`src/rs_types_pkg.sv`:
```
`default_nettype none

package rs_types_pkg;

    // physical register tag, 128 physical registers
    typedef logic [6:0] phys_tag_t;

    // sequence id so each micro-op can be traced end to end
    typedef logic [7:0] uop_id_t;

    // operation code, passed through untouched
    typedef logic [5:0] opcode_t;

    // default station depth
    // top level overrides through NUM_ENTRIES
    parameter int RS_ENTRIES_DEFAULT = 8;

endpackage

`default_nettype wire

```
`src/rs_uop_pkg.sv`:
```
`default_nettype none

package rs_uop_pkg;

    // renamed micro-op on a dispatch lane, 37 bits
    typedef struct packed {
        rs_types_pkg::uop_id_t   uop_id;
        rs_types_pkg::opcode_t   opcode;
        rs_types_pkg::phys_tag_t src1_tag;
        logic                    src1_rdy;
        rs_types_pkg::phys_tag_t src2_tag;
        logic                    src2_rdy;
        rs_types_pkg::phys_tag_t dst_tag;
    } dispatch_uop_t;

    // what leaves the station toward the functional unit, 21 bits
    // sources are dropped, only the destination tag travels on
    typedef struct packed {
        rs_types_pkg::uop_id_t   uop_id;
        rs_types_pkg::opcode_t   opcode;
        rs_types_pkg::phys_tag_t dst_tag;
    } issue_uop_t;

    // result tag broadcast, one per cycle
    typedef struct packed {
        logic                    valid;
        rs_types_pkg::phys_tag_t tag;
    } wakeup_t;

endpackage

`default_nettype wire

```
`src/rs_free_slot.sv`:
```
`timescale 1ns/100ps
`default_nettype none

module rs_free_slot #(
    parameter int NUM_ENTRIES = 8
) (
    input  wire logic                           clk,
    input  wire logic                           rst,
    input  wire logic                           list_init,
    input  wire logic                           alloc_0,
    input  wire logic                           alloc_1,
    output logic [$clog2(NUM_ENTRIES)-1:0]      slot_0,
    output logic [$clog2(NUM_ENTRIES)-1:0]      slot_1,
    input  wire logic                           release_valid,
    input  wire logic [$clog2(NUM_ENTRIES)-1:0] release_slot,
    output logic [$clog2(NUM_ENTRIES):0]        free_count
);

    localparam int IDX_W = $clog2(NUM_ENTRIES);
    localparam int CNT_W = IDX_W + 1;

    // circular list of free slot numbers
    logic [IDX_W-1:0] slot_list [NUM_ENTRIES];
    // head: oldest free slot, tail: last slot put back
    logic [IDX_W-1:0] head;
    logic [IDX_W-1:0] tail;
    logic [IDX_W-1:0] head_next1;
    logic [IDX_W-1:0] tail_next1;
    logic [CNT_W-1:0] count_next;

    // pointers wrap naturally, depth is a power of two
    assign head_next1 = head + 1'b1;
    assign tail_next1 = tail + 1'b1;

    // lane 0 always looks at the head
    // lane 1 takes the head alone, or the one after when both allocate
    assign slot_0 = slot_list[head];
    assign slot_1 = alloc_0 ? slot_list[head_next1] : slot_list[head];

    // net change this cycle: one release in, up to two allocations out
    always_comb begin
        count_next = free_count;
        if (release_valid) begin
            count_next = count_next + 1'b1;
        end
        count_next = count_next - CNT_W'(alloc_0) - CNT_W'(alloc_1);
    end

    always_ff @(posedge clk or posedge rst) begin
        if (rst) begin
            // identity order, every slot free
            for (int i = 0; i < NUM_ENTRIES; i++) begin
                slot_list[i] <= IDX_W'(i);
            end
            head       <= '0;
            tail       <= IDX_W'(NUM_ENTRIES - 1);
            free_count <= CNT_W'(NUM_ENTRIES);
        end else if (list_init) begin
            // recovery, same refill as reset
            for (int i = 0; i < NUM_ENTRIES; i++) begin
                slot_list[i] <= IDX_W'(i);
            end
            head       <= '0;
            tail       <= IDX_W'(NUM_ENTRIES - 1);
            free_count <= CNT_W'(NUM_ENTRIES);
        end else begin
            // advance head by the number of slots handed out
            if (alloc_0 && alloc_1) begin
                head <= head + 2'd2;
            end else if (alloc_0 || alloc_1) begin
                head <= head_next1;
            end
            // issued slot goes in just past the tail
            if (release_valid) begin
                slot_list[tail_next1] <= release_slot;
                tail                  <= tail_next1;
            end
            free_count <= count_next;
        end
    end

endmodule

`default_nettype wire

```
`src/rs_entry_array.sv`:
```
`timescale 1ns/100ps
`default_nettype none

module rs_entry_array #(
    parameter int NUM_ENTRIES = rs_types_pkg::RS_ENTRIES_DEFAULT
) (
    input  wire logic                                     clk,
    input  wire logic                                     rst,
    input  wire logic                                     clear_all,
    input  wire logic                                     alloc_0,
    input  wire logic                                     alloc_1,
    input  wire logic [$clog2(NUM_ENTRIES)-1:0]           slot_0,
    input  wire logic [$clog2(NUM_ENTRIES)-1:0]           slot_1,
    input  wire rs_uop_pkg::dispatch_uop_t                disp_uop_0,
    input  wire rs_uop_pkg::dispatch_uop_t                disp_uop_1,
    input  wire rs_uop_pkg::wakeup_t                      wakeup,
    input  wire logic                                     issue_grant,
    input  wire logic [$clog2(NUM_ENTRIES)-1:0]           grant_slot,
    output logic [NUM_ENTRIES-1:0]                        entry_ready,
    output rs_uop_pkg::issue_uop_t [NUM_ENTRIES-1:0]      entry_payload
);

    localparam int IDX_W = $clog2(NUM_ENTRIES);

    // source operand tag plus its ready flag
    typedef struct packed {
        rs_types_pkg::phys_tag_t tag;
        logic                    rdy;
    } src_t;

    logic                 valid_q [NUM_ENTRIES];
    // index 0 is src1 and index 1 is src2
    src_t [1:0]           src_q   [NUM_ENTRIES];
    src_t [1:0]           in_src_0;
    src_t [1:0]           in_src_1;
    logic [NUM_ENTRIES-1:0] wr_0;
    logic [NUM_ENTRIES-1:0] wr_1;
    logic [NUM_ENTRIES-1:0] clr;
    logic [NUM_ENTRIES-1:0] ready_q;

    // set ready when the broadcast tag matches
    function automatic src_t wake(src_t s, rs_uop_pkg::wakeup_t w);
        src_t r;
        r     = s;
        r.rdy = s.rdy | (w.valid && (w.tag == s.tag));
        return r;
    endfunction

    // keep only the fields the functional unit needs
    function automatic rs_uop_pkg::issue_uop_t to_issue(rs_uop_pkg::dispatch_uop_t d);
        rs_uop_pkg::issue_uop_t r;
        r.uop_id  = d.uop_id;
        r.opcode  = d.opcode;
        r.dst_tag = d.dst_tag;
        return r;
    endfunction

    // incoming sources already see this cycle's broadcast
    assign in_src_0[0] = wake('{tag: disp_uop_0.src1_tag, rdy: disp_uop_0.src1_rdy}, wakeup);
    assign in_src_0[1] = wake('{tag: disp_uop_0.src2_tag, rdy: disp_uop_0.src2_rdy}, wakeup);
    assign in_src_1[0] = wake('{tag: disp_uop_1.src1_tag, rdy: disp_uop_1.src1_rdy}, wakeup);
    assign in_src_1[1] = wake('{tag: disp_uop_1.src2_tag, rdy: disp_uop_1.src2_rdy}, wakeup);

    // per-entry decode of writes and the issue grant
    always_comb begin
        for (int i = 0; i < NUM_ENTRIES; i++) begin
            wr_0[i] = alloc_0 && (slot_0 == IDX_W'(i));
            wr_1[i] = alloc_1 && (slot_1 == IDX_W'(i));
            clr[i]  = issue_grant && (grant_slot == IDX_W'(i));
        end
    end

    // valid and ready bits
    always_ff @(posedge clk or posedge rst) begin
        if (rst) begin
            for (int i = 0; i < NUM_ENTRIES; i++) begin
                valid_q[i] <= 1'b0;
            end
        end else begin
            for (int i = 0; i < NUM_ENTRIES; i++) begin
                if (clear_all) begin
                    valid_q[i] <= 1'b0;
                end else if (wr_0[i] || wr_1[i]) begin
                    valid_q[i] <= 1'b1;
                end else if (clr[i]) begin
                    valid_q[i] <= 1'b0;
                end
            end
        end
    end

    // source tags and payload
    always_ff @(posedge clk) begin
        for (int i = 0; i < NUM_ENTRIES; i++) begin
            if (wr_0[i]) begin
                src_q[i]         <= in_src_0;
                entry_payload[i] <= to_issue(disp_uop_0);
            end else if (wr_1[i]) begin
                src_q[i]         <= in_src_1;
                entry_payload[i] <= to_issue(disp_uop_1);
            end else begin
                // waiting sources watch the broadcast
                src_q[i][0] <= wake(src_q[i][0], wakeup);
                src_q[i][1] <= wake(src_q[i][1], wakeup);
            end
        end
    end

    // ready reaches the select block one edge after the sources settle
    // a granted entry drops out at once
    always_ff @(posedge clk or posedge rst) begin
        if (rst) begin
            ready_q <= '0;
        end else begin
            for (int i = 0; i < NUM_ENTRIES; i++) begin
                ready_q[i] <= valid_q[i] && src_q[i][0].rdy && src_q[i][1].rdy
                              && !clr[i] && !clear_all;
            end
        end
    end

    // masked during recovery so flushed ops never get picked
    assign entry_ready = ready_q & ~{NUM_ENTRIES{clear_all}};

endmodule

`default_nettype wire

```
`src/rs_issue_select.sv`:
```
`timescale 1ns/100ps
`default_nettype none

module rs_issue_select #(
    parameter int NUM_ENTRIES = rs_types_pkg::RS_ENTRIES_DEFAULT
) (
    input  wire logic                                clk,
    input  wire logic                                rst,
    input  wire logic [NUM_ENTRIES-1:0]              entry_ready,
    input  wire rs_uop_pkg::issue_uop_t [NUM_ENTRIES-1:0] entry_payload,
    output logic                                     issue_grant,
    output logic [$clog2(NUM_ENTRIES)-1:0]           grant_slot,
    output logic                                     issue_valid,
    output rs_uop_pkg::issue_uop_t                   issue_uop
);

    localparam int IDX_W = $clog2(NUM_ENTRIES);

    // any ready entry wins a grant this cycle
    assign issue_grant = |entry_ready;

    // priority search, lowest index wins
    // scan from the top so the last hit is the lowest
    always_comb begin
        grant_slot = '0;
        for (int i = NUM_ENTRIES - 1; i >= 0; i--) begin
            if (entry_ready[i]) begin
                grant_slot = IDX_W'(i);
            end
        end
    end

    // issue strobe
    always_ff @(posedge clk or posedge rst) begin
        if (rst) begin
            issue_valid <= 1'b0;
        end else begin
            issue_valid <= issue_grant;
        end
    end

    // issued micro-op, held until the next grant
    always_ff @(posedge clk) begin
        if (issue_grant) begin
            issue_uop <= entry_payload[grant_slot];
        end
    end

endmodule

`default_nettype wire

```
`src/rs_dispatch_ctrl.sv`:
```
`timescale 1ns/100ps
`default_nettype none

module rs_dispatch_ctrl #(
    parameter int NUM_ENTRIES = rs_types_pkg::RS_ENTRIES_DEFAULT
) (
    input  wire logic                         clk,
    input  wire logic                         rst,
    input  wire logic                         flush,
    input  wire logic                         disp_valid_0,
    input  wire logic                         disp_valid_1,
    input  wire logic [$clog2(NUM_ENTRIES):0] free_count,
    output logic                              dispatch_ready,
    output logic                              alloc_0,
    output logic                              alloc_1,
    output logic                              list_init,
    output logic                              clear_all
);

    localparam int CNT_W = $clog2(NUM_ENTRIES) + 1;

    typedef enum logic [1:0] {
        st_init,
        st_run,
        st_flush
    } state_t;

    state_t state;
    state_t state_next;

    // next state
    always_comb begin
        state_next = state;
        case (state)
            st_init: begin
                // reset already filled the list, just wait a cycle
                state_next = st_run;
            end
            st_run: begin
                state_next = st_run;
            end
            st_flush: begin
                // one recovery cycle
                state_next = st_run;
            end
            default: begin
                state_next = st_init;
            end
        endcase
        // flush wins from any state
        if (flush) begin
            state_next = st_flush;
        end
    end

    always_ff @(posedge clk or posedge rst) begin
        if (rst) begin
            state <= st_init;
        end else begin
            state <= state_next;
        end
    end

    // room for two is required, a lane pair may both fire
    // free_count is registered so this cycle's release is not counted
    assign dispatch_ready = (state == st_run) && (free_count >= CNT_W'(2));

    // lane valids only count while ready
    assign alloc_0 = disp_valid_0 && dispatch_ready;
    assign alloc_1 = disp_valid_1 && dispatch_ready;

    // recovery strobes for the list and the array
    assign list_init = (state == st_flush);
    assign clear_all = (state == st_flush);

endmodule

`default_nettype wire

```
`src/rs_top.sv`:
```
`timescale 1ns/100ps
`default_nettype none

module rs_top #(
    parameter int NUM_ENTRIES = rs_types_pkg::RS_ENTRIES_DEFAULT
) (
    input  wire logic                      clk,
    input  wire logic                      rst,
    input  wire logic                      disp_valid_0,
    input  wire logic                      disp_valid_1,
    input  wire rs_uop_pkg::dispatch_uop_t disp_uop_0,
    input  wire rs_uop_pkg::dispatch_uop_t disp_uop_1,
    output logic                           dispatch_ready,
    input  wire rs_uop_pkg::wakeup_t       wakeup,
    input  wire logic                      flush,
    output logic                           issue_valid,
    output rs_uop_pkg::issue_uop_t         issue_uop,
    output logic [$clog2(NUM_ENTRIES):0]   free_count
);

    localparam int IDX_W = $clog2(NUM_ENTRIES);

    // control to datapath
    logic alloc_0;
    logic alloc_1;
    logic list_init;
    logic clear_all;
    // free list to array
    logic [IDX_W-1:0] slot_0;
    logic [IDX_W-1:0] slot_1;
    // array to select and back
    logic [NUM_ENTRIES-1:0]                   entry_ready;
    rs_uop_pkg::issue_uop_t [NUM_ENTRIES-1:0] entry_payload;
    logic                                     issue_grant;
    logic [IDX_W-1:0]                         grant_slot;

    rs_dispatch_ctrl #(.NUM_ENTRIES(NUM_ENTRIES)) u_ctrl (
        .clk(clk), .rst(rst), .flush(flush),
        .disp_valid_0(disp_valid_0), .disp_valid_1(disp_valid_1),
        .free_count(free_count), .dispatch_ready(dispatch_ready),
        .alloc_0(alloc_0), .alloc_1(alloc_1),
        .list_init(list_init), .clear_all(clear_all)
    );

    // granted slot goes straight back to the list
    rs_free_slot #(.NUM_ENTRIES(NUM_ENTRIES)) u_free_slot (
        .clk(clk), .rst(rst), .list_init(list_init),
        .alloc_0(alloc_0), .alloc_1(alloc_1),
        .slot_0(slot_0), .slot_1(slot_1),
        .release_valid(issue_grant), .release_slot(grant_slot),
        .free_count(free_count)
    );

    rs_entry_array #(.NUM_ENTRIES(NUM_ENTRIES)) u_entries (
        .clk(clk), .rst(rst), .clear_all(clear_all),
        .alloc_0(alloc_0), .alloc_1(alloc_1),
        .slot_0(slot_0), .slot_1(slot_1),
        .disp_uop_0(disp_uop_0), .disp_uop_1(disp_uop_1),
        .wakeup(wakeup), .issue_grant(issue_grant), .grant_slot(grant_slot),
        .entry_ready(entry_ready), .entry_payload(entry_payload)
    );

    rs_issue_select #(.NUM_ENTRIES(NUM_ENTRIES)) u_select (
        .clk(clk), .rst(rst),
        .entry_ready(entry_ready), .entry_payload(entry_payload),
        .issue_grant(issue_grant), .grant_slot(grant_slot),
        .issue_valid(issue_valid), .issue_uop(issue_uop)
    );

endmodule

`default_nettype wire

```
`config.mk`:
```
export PLATFORM = sky130hd
export DESIGN_NAME = rs_top
export DESIGN_NICKNAME = d
export VERILOG_FILES = /design/src/rs_types_pkg.sv /design/src/rs_uop_pkg.sv /design/src/rs_free_slot.sv /design/src/rs_entry_array.sv /design/src/rs_issue_select.sv /design/src/rs_dispatch_ctrl.sv /design/src/rs_top.sv
export SDC_FILE = /design/constraint.sdc
export NUM_CORES = 1
export LEC_CHECK = 0
export ABC_AREA = 1
export BUFFER_PORTS_ARGS = -buffer_cell sky130_fd_sc_hd__buf_2
export CORE_MARGIN = 2
export CORE_UTILIZATION = 55
export CTS_CLUSTER_SIZE = 24
export DETAILED_ROUTE_END_ITERATION = 12
export PLACE_DENSITY = 0.8
export SYNTH_ARGS = -nofsm -noshare
export SYNTH_HDL_FRONTEND = slang
export SYNTH_SLANG_ARGS = --single-unit
export TNS_END_PERCENT = 1
```
`constraint.sdc`:
```
create_clock -name clk -period 2.8 [get_ports clk]
set_input_delay 0.56 -clock clk [delete_from_list [all_inputs] [get_ports clk]]
set_output_delay 0.56 -clock clk [all_outputs]
set_load 0.005 [all_outputs]
```
==> out/results.ini <==
[routing]
ant_nets=0
viasPerCell=6.09
via_count=17700
drc=0
routed-wl-met3_um=6390
drt-total-wl_um=58400
wire_per_inst_um=20.1
top_layer=met5
drtIter0Drc=2354
met1Wirelength_um=20900
dr_wl_met2_um=28000
drt_first_pass_iters=8

[global_routing]
grt_max_degree=79
grt_first_pass_wirelength_um=91500
grt_antenna_before_repair=2
grt_overflow=0
grtUsageTotal=0.305
grt_pass1_vias=17300

[placed_design]
dpl.hpwl_um=37300
port_buffers=113
routabilityCongestion=0.978
placed_area_um2=21400
dp_slack_ns=0.199

[critical_path]
worst_ep_arrival_time_ns=3.03
end_kind=flop
critPathMaxFanout=75
required_ns=3.20
startpoint_type=flop
critical_path_class=reg2reg

[logic_synthesis]
ys_async_sr_fraction=0.143
yosys_warnings=0
ys_types=49
ys_seq_area_frac=0.534
synth-edff-count=317
netlist_area_um2=20300
synth-seq-cells=370
synth_cells=2345
syn_area_per_cell_um2=8.67
ys.flop_type=edfxtp_1

[power_and_ir_drop]
switchingPower_mw=4.61
p_int_mw=10.7
pwr-share-comb=0.215
p_total_mw=15.3
ir_drop_mv=0.472
pwr-share-clk=0.342
p_sw_frac=0.301
sequentialPowerShare=0.443
p_per_area_nw_per_um2=673
p_leak_nw=9.83

[floorplan]
die_area_um2=38500
rows=70
ios=114
coreArea_um2=36500
die_height_um=196
start_util=0.557
die_w_um=196

[sta]
setup_viol=0
period_minus_slack_ns=2.63
fmax_mhz=381
finalHoldViolations=0
finalMaxSlewViolations=0
fin_hold_ws_ns=0.0539
timing.final.crit_share=0.938
rsz0062_at_grt=no
slew_headroom=0.399
worst_pin_slew_ns=0.901
fin_ws_ns=0.175
setup_tns_ns=0
worst_clock_skew_ns=0.0158

[layout]
fillCellCount=2870
postLayoutCellArea_um2=22700
final_layout_size_suffix_gt1_frac=0.148
finalNetCount=2503
n_antenna_cell=0
areaGrowthSynthToFinish_pct=11.7

[clock_tree]
post_cts_resized=0
cts_tree=yes
cts.sinks=370
clk_pin_slew_ns=0.06
cts_buffers=40
clockRootBuffer=clkbuf_16
post_cts_buffers=0
cts_hold_buf=0
clk_latency_ns=0.54
htreeDepth=2
clk_path_buf_depth=3

[status]
status=finished, final reports clean

[worst_hold_path]
hold_class=in2async

[job]
maxCapViolCount=0

[worst max-delay path: stages (launching register included)]
cell,delay [ns]
dfrtp_1,0.39
inv_2,0.05
nand2_1,0.14
buf_4,0.27
nand2_1,0.09
nand2_1,0.08
nand2_1,0.06
nand2_2,0.09
buf_4,0.69
nand3_1,0.18
nand2_1,0.12
nand2_1,0.07
nand2_1,0.08
nand2_1,0.05
nand2_1,0.09
[cell usage in the layout (no fill, tap or decap), types with 11 or more instances in the layout]
cell type / synthesis / routed
buf_12: 0 / 15
edfxtp_1: 317 / 317
nand4_1: 81 / 81
dfrtp_1: 37 / 37
inv_1: 166 / 165
a21oi_1: 16 / 16
buf_4: 3 / 56
nor3_1: 28 / 28
nor2_1: 99 / 99
clkbuf_16: 0 / 41
nand3_1: 234 / 234
o21ai_2: 21 / 21
o22ai_1: 26 / 26
nand2_4: 10 / 11
conb_1: 1 / 16
nand2_1: 670 / 656
xor2_1: 31 / 31
or2_2: 20 / 20
dfstp_2: 16 / 16
nand2_2: 10 / 23
o21ai_1: 110 / 110
o21ai_0: 179 / 179
buf_2: 64 / 113
[metal layers]
layer  GRT usage  vias to the layer above
li1            -                     8124
met1       0.376                     8166
met2       0.511                     1168
met3      0.0548                      250
met4       0.166                        4
met5           0                        -
[state kept, by name (all words and copies together) (netlist names), 3 cells and up]
signal,count
u_entries.entry_payload,168
u_entries.src_q,128
u_free_slot.slot_list,24
u_select.issue_uop,21
u_entries.ready_q,8
u_entries.valid_q,8
u_free_slot.free_count,4
u_free_slot.head,3
u_free_slot.tail,3
[layout make-up]
class	count	area, um2	share of cell area
Clock buffer	50	1070	0.0471
Clock inverter	22	211	0.00931
Inverter	174	656	0.0289
Multi-Input combinational cell	1639	8040	0.354
Sequential cell	370	10900	0.478
Tap cell	468	586	0.0258
Timing Repair Buffer	184	1290	0.0566
[synth_stat cells, types with 10 or more instances]
cell      count  area [um2]
nand3_1     234        1170
nand4_1      81         507
o22ai_1      26         163
inv_1       166         623
nand2_2      10        62.6
or2_2        20         125
o21ai_0     179         896
nor2_1       99         372
nor2_4       10         113
clkbuf_1     74         278
dfstp_2      16         420
a21oi_1      16        80.1
buf_2        64         320
nand2_1     670        2510
xor2_1       31         272
buf_6        16         180
nand2_4      10         113
buf_1        19        71.3
nor3_1       28         140
dfrtp_1      37         926
o21ai_2      21         184
o21ai_1     110         551
edfxtp_1    317        9520
[cell families (layout without fill, tap and decap cells)]
family,count (synthesis),after routing,synth area share
buffers and inverters,351,430,0.0754
adders and majority gates,7,7,0.00467
and+or+nand+nor,1181,1181,0.260
AOI/OAI and AO/OA,395,395,0.109
other,1,16,0.000184
DFF,370,370,0.534
xor gates and xnor gates,40,40,0.0172
[stage by stage]
stage | instances | utilization
after floorplan | 2360 | -
after global placement | 2835 | 0.587
after detailed placement | 2835 | 0.587
after CTS | 2907 | 0.622
after global routing | 2907 | 0.622
final | 2907 | 0.622
[worst paths after layout]
path                                          start                   endpoint  slack [ns]  cells after the start
max in group asynchronous                       rst  u_free_slot.slot_list[12]        1.91                      3
max                                 u_ctrl.state[0]     u_select.issue_uop[20]        0.17                     14
min reg2reg                u_free_slot.slot_list[3]   u_free_slot.slot_list[3]        0.50                      2
min                                             rst  u_free_slot.free_count[2]        0.05                      2
min in group clk                              flush            u_ctrl.state[1]        0.21                      1
max reg2reg                         u_ctrl.state[0]     u_select.issue_uop[20]        0.17                     14
[power groups by stage]
stage               Clock (mW)  Sequential (mW)  Combinational, mW
finish                    5.24             6.78               3.28
global placement             0             6.87               3.09
detailed placement           0             6.89               3.22
CTS                       5.26             6.78               3.23
global route              5.46             6.81               3.63
floorplan                    0             6.84               2.28
(Power assumes the default switching activity.)
